[config.mk]
export PLATFORM = sky130hd
export DESIGN_NAME = fetch_top
export DESIGN_NICKNAME = d
export VERILOG_FILES = /design/src/common/fetch_pkg.sv /design/src/common/bpu_if.sv /design/src/fetch/fetch_ctrl.sv /design/src/fetch/fetch_unit.sv /design/src/fetch/predecoder.sv /design/src/hdl/branch_history.sv /design/src/hdl/fetch_top.sv /design/src/hdl/pipe_buf.sv
export VERILOG_INCLUDE_DIRS = /design/src /design/src/common
export SDC_FILE = /design/constraint.sdc
export NUM_CORES = 1
export LEC_CHECK = 0
export ABC_AREA = 1
export BUFFER_PORTS_ARGS = -buffer_cell sky130_fd_sc_hd__buf_2
export CORE_UTILIZATION = 45
export CTS_CLUSTER_DIAMETER = 100
export DETAILED_ROUTE_END_ITERATION = 8
export GPL_ROUTABILITY_DRIVEN = 0
export GPL_TIMING_DRIVEN = 0
export PLACE_DENSITY = 0.72
export RECOVER_POWER = 25
export SLEW_MARGIN = 20
export SYNTH_ARGS = -nofsm -noshare
export SYNTH_HDL_FRONTEND = slang
export SYNTH_SLANG_ARGS = --single-unit
[constraint.sdc]
create_clock -name clk -period 6.7 [get_ports clk]
set_input_delay 0.67 -clock clk [delete_from_list [all_inputs] [get_ports clk]]
set_output_delay 0.67 -clock clk [all_outputs]
set_load 0.005 [all_outputs]
[src/common/fetch_defs.svh]
//----------------------------------------------------------
// Fetch front end widths and vectors
//----------------------------------------------------------
`ifndef FETCH_DEFS_SVH
`define FETCH_DEFS_SVH

// Byte address width, word PCs drop the low two bits
`define FETCH_AW 32

// Instruction word width
`define FETCH_IW 32

// log2 of the branch history table depth
`define FETCH_BHT_BITS 4

// Exception entry points, as word addresses
`define FETCH_RST_VECTOR 0
`define FETCH_SYSCALL_VECTOR 8

// Cycles after reset before the instruction bus is accepted
`define FETCH_WARMUP 2

`endif

[src/common/fetch_pkg.sv]
//----------------------------------------------------------
// Fetch opcode and instruction types
//----------------------------------------------------------
package fetch_pkg;

   // Major opcodes seen by the predecoder
   typedef enum logic [5:0] {
      OP_OTHER   = 6'h00,
      OP_JMPREL  = 6'h01,
      OP_BCC     = 6'h02,
      OP_BT      = 6'h03,
      OP_JMPFAR  = 6'h04,
      OP_SYSCALL = 6'h05,
      OP_RET     = 6'h06
   } opcode_t;

   // Relative jumps and branches, signed word offset
   typedef struct packed {
      opcode_t     opcode;
      logic        link;
      logic [24:0] offset;
   } insn_rel_t;

   // Absolute jump, zero-extended word target
   typedef struct packed {
      opcode_t     opcode;
      logic [25:0] target;
   } insn_abs_t;

   // Same 32-bit word, two views
   typedef union packed {
      insn_rel_t rel;
      insn_abs_t abs;
   } insn_t;

endpackage

[src/common/bpu_if.sv]
//----------------------------------------------------------
// Branch predictor lookup and update
//----------------------------------------------------------
`timescale 1ns/1ns
`include "fetch_defs.svh"

interface bpu_if;

   // Lookup for the word on the bus
   logic                 lkp_valid;
   logic [`FETCH_AW-3:0] lkp_pc;
   logic                 lkp_taken;

   // Resolved outcome from later stages
   logic                 upd_valid;
   logic [`FETCH_AW-3:0] upd_pc;
   logic                 upd_taken;

   modport fetch (
      output lkp_valid,
      output lkp_pc,
      input  lkp_taken
   );

   modport tbl (
      input  lkp_valid,
      input  lkp_pc,
      output lkp_taken,
      input  upd_valid,
      input  upd_pc,
      input  upd_taken
   );

   modport upd (
      output upd_valid,
      output upd_pc,
      output upd_taken
   );

endinterface

[src/fetch/fetch_ctrl.sv]
//----------------------------------------------------------
// Fetch warm-up control
//----------------------------------------------------------
`timescale 1ns/1ns
`include "fetch_defs.svh"

module fetch_ctrl (
   input  logic clk,
   input  logic rst_n,
   input  logic buf_ready,
   output logic ibus_ready
);

   localparam int CW = $clog2(`FETCH_WARMUP + 1);

   typedef enum logic {
      WARMUP = 1'b0,
      RUN    = 1'b1
   } state_t;

   state_t        state;
   state_t        state_nxt;
   logic [CW-1:0] cnt;
   logic          cnt_done;

   assign cnt_done = (cnt == CW'(`FETCH_WARMUP - 1));

   always_comb begin
      state_nxt = state;
      case (state)
         WARMUP: if (cnt_done) state_nxt = RUN;
         RUN:    state_nxt = RUN;
         default: state_nxt = WARMUP;
      endcase
   end

   always_ff @(posedge clk) begin
      if (!rst_n) begin
         state <= WARMUP;
      end else begin
         state <= state_nxt;
      end
   end

   // Counts only while warming up
   always_ff @(posedge clk) begin
      if (!rst_n) begin
         cnt <= '0;
      end else if (state == WARMUP && !cnt_done) begin
         cnt <= cnt + 1'b1;
      end
   end

   // Accept words only in RUN with room downstream
   assign ibus_ready = (state == RUN) & buf_ready;

   // Bus opens only once the warm-up count is complete
   a_no_ready_warmup: assert property (@(posedge clk) disable iff (!rst_n)
      ibus_ready |-> cnt_done);

endmodule

[src/fetch/fetch_unit.sv]
//----------------------------------------------------------
// Next PC and decoder-side capture
//----------------------------------------------------------
`timescale 1ns/1ns
`include "fetch_defs.svh"

module fetch_unit import fetch_pkg::*; (
   input  logic                 clk,
   input  logic                 rst_n,
   input  logic                 cas,
   input  logic [`FETCH_IW-1:0] ibus_insn,
   input  logic [`FETCH_AW-1:0] ibus_id,
   output logic [`FETCH_AW-1:0] ibus_addr,
   input  logic                 flush,
   input  logic [`FETCH_AW-3:0] flush_tgt,
   input  logic [`FETCH_AW-3:0] epc,
   bpu_if.fetch                 bpu,
   output logic [`FETCH_IW-1:0] idu_insn,
   output logic [`FETCH_AW-3:0] idu_pc,
   output logic                 idu_op_jmprel,
   output logic                 idu_jmprel_link,
   output logic                 idu_op_jmpfar,
   output logic                 idu_op_syscall,
   output logic                 idu_op_ret,
   output logic [`FETCH_AW-3:0] idu_specul_tgt,
   output logic                 idu_specul_bcc
);

   localparam int PW = `FETCH_AW - 2;

   insn_t           insn;
   logic            op_jmprel;
   logic            jmprel_link;
   logic            op_bcc;
   logic            op_bt;
   logic            op_jmpfar;
   logic            op_syscall;
   logic            op_ret;
   logic [PW-1:0]   rel_offset;
   logic [PW-1:0]   far_tgt;
   logic [PW-1:0]   pc;
   logic [PW-1:0]   pc_inc;
   logic [PW-1:0]   rel_tgt;
   logic [PW-1:0]   jmprel_tgt;
   logic [PW-1:0]   next_pc;
   logic [PW-1:0]   specul_tgt_nxt;
   logic            rel_taken;
   logic            specul_bcc_nxt;
   logic            keep;

   assign insn = ibus_insn;

   predecoder predecoder_i (
      .insn        (insn),
      .op_jmprel   (op_jmprel),
      .jmprel_link (jmprel_link),
      .op_bcc      (op_bcc),
      .op_bt       (op_bt),
      .op_jmpfar   (op_jmpfar),
      .op_syscall  (op_syscall),
      .op_ret      (op_ret),
      .rel_offset  (rel_offset),
      .far_tgt     (far_tgt)
   );

   assign pc     = ibus_id[`FETCH_AW-1:2];
   assign pc_inc = pc + 1'b1;
   assign rel_tgt = pc + rel_offset;

   // Only conditional branches ask the predictor
   assign bpu.lkp_valid = op_bcc;
   assign bpu.lkp_pc    = pc;

   // Unconditional jmprel is always taken
   assign rel_taken  = op_jmprel & (~op_bcc | bpu.lkp_taken);
   assign jmprel_tgt = rel_taken ? rel_tgt : pc_inc;

   // Priority mux, flush first
   assign next_pc = flush      ? flush_tgt
                  : op_syscall ? PW'(`FETCH_SYSCALL_VECTOR)
                  : op_ret     ? epc
                  : op_jmpfar  ? far_tgt
                  : op_jmprel  ? jmprel_tgt
                  : pc_inc;

   assign ibus_addr = {next_pc, 2'b00};

   // Alternate path for a wrong guess on branches
   assign specul_tgt_nxt = op_bcc    ? (bpu.lkp_taken ? pc_inc : rel_tgt)
                         : op_jmpfar ? far_tgt
                         : op_ret    ? epc
                         : '0;

   // Condition flag the prediction assumes
   assign specul_bcc_nxt = (op_bt & bpu.lkp_taken) | (op_bcc & ~op_bt & ~bpu.lkp_taken);

   assign keep = ~flush;

   // Control path, squashed on flush
   always_ff @(posedge clk) begin
      if (!rst_n) begin
         idu_insn        <= '0;
         idu_op_jmprel   <= 1'b0;
         idu_jmprel_link <= 1'b0;
         idu_op_jmpfar   <= 1'b0;
         idu_op_syscall  <= 1'b0;
         idu_op_ret      <= 1'b0;
      end else if (cas) begin
         idu_insn        <= ibus_insn & {`FETCH_IW{keep}};
         idu_op_jmprel   <= op_jmprel & keep;
         idu_jmprel_link <= jmprel_link & keep;
         idu_op_jmpfar   <= op_jmpfar & keep;
         idu_op_syscall  <= op_syscall & keep;
         idu_op_ret      <= op_ret & keep;
      end
   end

   // Data path
   always_ff @(posedge clk) begin
      if (cas) begin
         idu_pc         <= pc;
         idu_specul_tgt <= specul_tgt_nxt;
         idu_specul_bcc <= specul_bcc_nxt;
      end
   end

   a_far_rel_mutex: assert property (@(posedge clk) disable iff (!rst_n)
      cas |-> !(op_jmpfar && op_jmprel));

endmodule

[src/fetch/predecoder.sv]
//----------------------------------------------------------
// Instruction predecoder
//----------------------------------------------------------
`timescale 1ns/1ns
`include "fetch_defs.svh"

module predecoder import fetch_pkg::*; (
   input  insn_t                insn,
   output logic                 op_jmprel,
   output logic                 jmprel_link,
   output logic                 op_bcc,
   output logic                 op_bt,
   output logic                 op_jmpfar,
   output logic                 op_syscall,
   output logic                 op_ret,
   output logic [`FETCH_AW-3:0] rel_offset,
   output logic [`FETCH_AW-3:0] far_tgt
);

   localparam int PW = `FETCH_AW - 2;

   opcode_t opc;

   // Opcode sits in the same bits for both formats
   assign opc = insn.rel.opcode;

   always_comb begin
      op_jmprel   = 1'b0;
      jmprel_link = 1'b0;
      op_bcc      = 1'b0;
      op_bt       = 1'b0;
      op_jmpfar   = 1'b0;
      op_syscall  = 1'b0;
      op_ret      = 1'b0;
      case (opc)
         OP_JMPREL: begin
            op_jmprel   = 1'b1;
            jmprel_link = insn.rel.link;
         end
         // Both branch kinds are relative jumps
         OP_BCC: begin
            op_jmprel = 1'b1;
            op_bcc    = 1'b1;
         end
         OP_BT: begin
            op_jmprel = 1'b1;
            op_bcc    = 1'b1;
            op_bt     = 1'b1;
         end
         OP_JMPFAR:  op_jmpfar = 1'b1;
         OP_SYSCALL: op_syscall = 1'b1;
         OP_RET:     op_ret = 1'b1;
         default: begin
         end
      endcase
   end

   // Signed word offset
   assign rel_offset = {{(PW-25){insn.rel.offset[24]}}, insn.rel.offset};

   // Absolute view, zero extended
   assign far_tgt = {{(PW-26){1'b0}}, insn.abs.target};

endmodule

[src/hdl/branch_history.sv]
//----------------------------------------------------------
// Branch history table
//----------------------------------------------------------
`timescale 1ns/1ns
`include "fetch_defs.svh"

module branch_history (
   input  logic clk,
   input  logic rst_n,
   bpu_if.tbl   bpu
);

   localparam int DEPTH = 1 << `FETCH_BHT_BITS;

   logic [1:0]                  cnt [DEPTH];
   logic [`FETCH_BHT_BITS-1:0]  lkp_idx;
   logic [`FETCH_BHT_BITS-1:0]  upd_idx;

   assign lkp_idx = bpu.lkp_pc[`FETCH_BHT_BITS-1:0];
   assign upd_idx = bpu.upd_pc[`FETCH_BHT_BITS-1:0];

   // Taken when the counter MSB is set
   assign bpu.lkp_taken = bpu.lkp_valid & cnt[lkp_idx][1];

   always_ff @(posedge clk) begin
      if (!rst_n) begin
         // Weakly not taken
         for (int i = 0; i < DEPTH; i++) begin
            cnt[i] <= 2'd1;
         end
      end else if (bpu.upd_valid) begin
         if (bpu.upd_taken && cnt[upd_idx] != 2'd3) begin
            cnt[upd_idx] <= cnt[upd_idx] + 2'd1;
         end else if (!bpu.upd_taken && cnt[upd_idx] != 2'd0) begin
            cnt[upd_idx] <= cnt[upd_idx] - 2'd1;
         end
      end
   end

   a_upd_idx_known: assert property (@(posedge clk) disable iff (!rst_n)
      bpu.upd_valid |-> !$isunknown(upd_idx));

endmodule

[src/hdl/fetch_top.sv]
//----------------------------------------------------------
// Instruction fetch front end
//----------------------------------------------------------
`timescale 1ns/1ns
`include "fetch_defs.svh"

module fetch_top (
   input  logic                 clk,
   input  logic                 rst_n,
   input  logic                 ibus_valid,
   output logic                 ibus_ready,
   output logic [`FETCH_AW-1:0] ibus_addr,
   input  logic [`FETCH_IW-1:0] ibus_insn,
   input  logic [`FETCH_AW-1:0] ibus_id,
   input  logic                 flush,
   input  logic [`FETCH_AW-3:0] flush_tgt,
   input  logic [`FETCH_AW-3:0] epc,
   input  logic                 bpu_upd_valid,
   input  logic [`FETCH_AW-3:0] bpu_upd_pc,
   input  logic                 bpu_upd_taken,
   input  logic                 idu_ready,
   output logic                 idu_valid,
   output logic [`FETCH_IW-1:0] idu_insn,
   output logic [`FETCH_AW-3:0] idu_pc,
   output logic                 idu_op_jmprel,
   output logic                 idu_jmprel_link,
   output logic                 idu_op_jmpfar,
   output logic                 idu_op_syscall,
   output logic                 idu_op_ret,
   output logic [`FETCH_AW-3:0] idu_specul_tgt,
   output logic                 idu_specul_bcc
);

   logic buf_ready;
   logic cas;

   bpu_if bpu_i ();

   assign bpu_i.upd_valid = bpu_upd_valid;
   assign bpu_i.upd_pc    = bpu_upd_pc;
   assign bpu_i.upd_taken = bpu_upd_taken;

   fetch_ctrl fetch_ctrl_i (
      .clk        (clk),
      .rst_n      (rst_n),
      .buf_ready  (buf_ready),
      .ibus_ready (ibus_ready)
   );

   // Only real bus transfers enter the stage
   pipe_buf pipe_buf_i (
      .clk       (clk),
      .rst_n     (rst_n),
      .in_valid  (ibus_valid & ibus_ready),
      .in_ready  (buf_ready),
      .out_valid (idu_valid),
      .out_ready (idu_ready),
      .cas       (cas)
   );

   fetch_unit fetch_unit_i (
      .clk             (clk),
      .rst_n           (rst_n),
      .cas             (cas),
      .ibus_insn       (ibus_insn),
      .ibus_id         (ibus_id),
      .ibus_addr       (ibus_addr),
      .flush           (flush),
      .flush_tgt       (flush_tgt),
      .epc             (epc),
      .bpu             (bpu_i.fetch),
      .idu_insn        (idu_insn),
      .idu_pc          (idu_pc),
      .idu_op_jmprel   (idu_op_jmprel),
      .idu_jmprel_link (idu_jmprel_link),
      .idu_op_jmpfar   (idu_op_jmpfar),
      .idu_op_syscall  (idu_op_syscall),
      .idu_op_ret      (idu_op_ret),
      .idu_specul_tgt  (idu_specul_tgt),
      .idu_specul_bcc  (idu_specul_bcc)
   );

   branch_history branch_history_i (
      .clk   (clk),
      .rst_n (rst_n),
      .bpu   (bpu_i.tbl)
   );

endmodule

[src/hdl/pipe_buf.sv]
//----------------------------------------------------------
// One-entry valid/ready stage
//----------------------------------------------------------
`timescale 1ns/1ns

module pipe_buf (
   input  logic clk,
   input  logic rst_n,
   input  logic in_valid,
   output logic in_ready,
   output logic out_valid,
   input  logic out_ready,
   output logic cas
);

   logic full;

   // Room when empty or emptying this cycle
   assign in_ready = ~full | out_ready;

   // Load strobe for the payload registers
   assign cas = in_valid & in_ready;

   assign out_valid = full;

   always_ff @(posedge clk) begin
      if (!rst_n) begin
         full <= 1'b0;
      end else if (cas) begin
         full <= 1'b1;
      end else if (out_ready) begin
         full <= 1'b0;
      end
   end

   a_hold_on_stall: assert property (@(posedge clk) disable iff (!rst_n)
      out_valid && !out_ready |=> out_valid);

endmodule

==> reports/qor.yml <==
global_route:
  met1_usage_pct: 38.1
  gr-usage-met2_pct: 55.4
  busiest_layer: "met2"
  grt_use_met3_pct: 7.52
  grt_usage_pct: 32.7
  first_global_vias: 10100
  antenna_found_initial: 1
  grt_start_max_net_pins: 40
  grt_overflow: 0
  grt_pass1_wl_um: 53900
pwr:
  clock_power_share_pct: 38.6
  p_comb_share_pct: 23.5
  p_sw_share_pct: 32.1
  vdd_drop_max_mv: 0.160
  p_int_mw: 1.75
  total_leakage_power_nw: 5.44
  seq_power_share_pct: 37.9
  p_sw_uw: 825
  power_density_nw_per_um2: 220
sta:
  timing.slew.headroom_pct: 40.5
  rsz0062_at_grt: "no"
  fmax_ghz: 0.248
  tightestPinTransition_ns: 0.885
  final-hold-violation-count: 0
  worst_hold_slack_ns: 0.465
  tns_ns: 0
  fin_skew_ns: 0.00910
  setup_ws_ns: 2.67
  finalSetupViolations: 0
  min_period_over_period_pct: 60.1
  period_minus_slack_ns: 4.03
  maxSlewViolCount: 0
synth:
  yosysTopAreaCellShare_pct: 29.4
  syn_area_um2: 9500
  ys_seq_area_share_pct: 38.1
  synth_enable_flop_cells: 93
  synth.distinct_cells: 40
  synth_largest_area_cell: "edfxtp_1"
  synth_ff_type: "edfxtp_1"
  syn-instance-count: 1354
  syn_area_per_cell_um2: 7.01
  yosysWarnings: 0
  synthArstFlopShare_pct: 0
  ys_top_cells_by_area: "edfxtp_1 29%, nand2_1 21%, dfxtp_1 8.6%"
  ys_ff_latch: 134
floorplanning:
  dieWidth_um: 147
  initial_core_util_pct: 46.5
  die_h_um: 147
  die_area_um2: 21700
  pin_count: 293
  num_rows: 52
  core_area_um2: 20400
route:
  wl_per_cell_um: 18.4
  ant_nets: 0
  drt_first_pass_iters: 6
  drt_iter0_markers: 1068
  drc_errors: 0
  vias: 10600
  drt-total-wl_um: 35200
  via_per_inst: 5.53
worst_hold_path:
  hold_path.class: "flip-flop to flip-flop"
worst_setup_path:
  rrSetupSlack_ns: 4.33
  cp.required_ns: 6.03
  critPathKind: "primary input to primary output"
  worstSetupEndpointType: "primary output"
  r2r-start: "branch_history_i.cnt[2][1]$_SDFFCE_PN0P_"
  worstSetupStartpointType: "primary input"
  worstPathMaxFanout: 7
  cp-endpoint: "ibus_addr[28]"
  worstPathArrival_ns: 3.36
  startpoint: "ibus_id[2]"
  reg2reg_to: "fetch_unit_i.idu_specul_tgt[19]$_DFFE_PP_"
  ff2ff_path_depth: 9
place:
  dpl_worst_slack_ns: 2.93
  place_inst: 1887
  io_buffers: 261
  dp_hpwl_um: 27500
clocking:
  clk_pin_slew_ns: 0.06
  ctsResizeCount: 0
  cts_sinks: 134
  cts_made_buffers: 17
  cts_setup_buffers: 0
  postCtsHoldBufs: 0
  clock_path_buffers: 2
  cts_root_buf: "clkbuf_16"
  htree_levels: 4
  cts_tree: "yes"
  insertion_delay_ns: 0.44
layout:
  multi_input_area_um2: 5090
  syn2layout_area_growth_pct: 23.1
  final-seq-area_um2: 3610
  drive_gt1_share_pct: 16.6
  nets: 1829
  fill_cells: 2045
  fin_cells: 1920
status:
  outcome: "finished, final reports clean"
run:
  cap_violations: 0
[worst max-delay path, stage by stage]
cell and delay (ns):
clkbuf_1 0.33, ha_1 0.29, inv_1 0.07, fa_1 0.42, inv_1 0.07, nand3_1 0.06
nand2_1 0.18, nand2_1 0.08, nand2_1 0.16, nand2_1 0.07, nand2_1 0.19, nand2_1 0.11
nand3_1 0.08, nand2_1 0.05, nand2_1 0.09, nand2_1 0.06, nand2_1 0.07, nand2_1 0.06
nand2_1 0.06, nand2_1 0.06, buf_2 0.12
[worst min path at each step]
stage | cells past startpoint | to | start | slack, ns
final | 2 | fetch_unit_i.idu_insn[31]$_SDFFE_PN0P_ | fetch_unit_i.idu_insn[31]$_SDFFE_PN0P_ | 0.47
after global routing | 2 | fetch_unit_i.idu_insn[13]$_SDFFE_PN0P_ | fetch_unit_i.idu_insn[13]$_SDFFE_PN0P_ | 0.48
after CTS | 1 | fetch_unit_i.idu_pc[14]$_DFFE_PP_ | ibus_id[16] | 0.46
after detailed placement | 2 | fetch_unit_i.idu_jmprel_link$_SDFFE_PN0P_ | fetch_unit_i.idu_jmprel_link$_SDFFE_PN0P_ | 0.45
after global placement | 2 | fetch_unit_i.idu_insn[3]$_SDFFE_PN0P_ | fetch_unit_i.idu_insn[3]$_SDFFE_PN0P_ | 0.45
after floorplan | 2 | fetch_unit_i.idu_insn[0]$_SDFFE_PN0P_ | fetch_unit_i.idu_insn[0]$_SDFFE_PN0P_ | 0.46
[cell usage in the layout (no fill, tap or decap), types with 5 or more instances in the layout]
master,count
o221ai_1,26
clkbuf_16,17
edfxtp_1,93
a22oi_1,37
or2_2,5
xor2_1,20
nand4_1,27
nor2_1,104
ha_1,31
a21oi_1,80
nand2_1,525
nor2_2,5
xnor2_1,23
inv_1,139
nand3_1,67
nor3_1,23
buf_4,8
inv_2,5
clkbuf_1,94
o21ai_0,15
dfxtp_1,41
buf_2,207
nand3b_1,8
[per-layer routing]
metal / share of wire, % / wire length, um
met4: 5.0 / 1780
met1: 37 / 13100
met2: 49 / 17100
met3: 9.3 / 3270
met5: 0 / 0
[cells in the mapped netlist, drive strengths merged, types with 8 or more instances]
cell type	n
a21oi	80
dfxtp	41
inv	145
xor2	20
buf	21
edfxtp	93
clkbuf	30
nand3	69
o221ai	26
nand2	525
nor3	25
nand3b	8
o21ai	18
nor2	110
ha	31
a22oi	39
xnor2	23
nand4	27
[state kept, by name, indices dropped and copies added, names as in the netlist]
name	count
fetch_unit_i.idu_specul_bcc	1
fetch_unit_i.idu_specul_tgt	30
fetch_ctrl_i.cnt	2
fetch_unit_i.idu_op_jmprel	1
fetch_unit_i.idu_op_ret	1
fetch_unit_i.idu_op_syscall	1
pipe_buf_i.out_valid	1
fetch_ctrl_i.state	1
fetch_unit_i.idu_jmprel_link	1
fetch_unit_i.idu_op_jmpfar	1
fetch_unit_i.idu_insn	32
branch_history_i.cnt	32
fetch_unit_i.idu_pc	30
[layout make-up]
cell class | instances | share of cell area [%]
Multi-Input combinational cell | 1024 | 43.5
Sequential cell | 134 | 30.9
Timing Repair Buffer | 262 | 10.7
Inverter | 146 | 4.71
Clock buffer | 17 | 3.64
Tap cell | 270 | 2.89
Buffer | 51 | 2.13
Clock inverter | 15 | 1.50
Antenna cell | 1 | 0.0214
[logic make-up (layout without fill, tap and decap cells)]
| family | after synthesis | after routing | synth area share, % |
|---|---|---|---|
| fa+ha+maj | 32 | 32 | 4.30 |
| xor+xnor | 43 | 43 | 3.97 |
| buf+inv | 197 | 491 | 8.39 |
| compound gates | 174 | 174 | 11.8 |
| other cells | 1 | 3 | 0.0395 |
| flops | 134 | 134 | 38.1 |
| simple gates | 773 | 773 | 33.5 |
[metrics by stage]
step                      instance area, um^2  utilization (%)  power (mW)
after floorplan                          9500                -        1.34
after global placement                  11100             54.5        1.58
after detailed placement                11200             54.7        1.59
after CTS                               11800             57.6        2.57
after global routing                    11700             57.2        2.67
final                                   11700             57.2        2.57
[power groups by stage]
stage	registers [mW]	logic [mW]	clock network, mW
after global placement	0.997	0.585	0
after CTS	0.976	0.602	0.993
final	0.977	0.605	0.992
after floorplan	1.00	0.341	0
after global routing	0.982	0.668	1.03
after detailed placement	0.993	0.598	0
(Power assumes the default switching activity.)
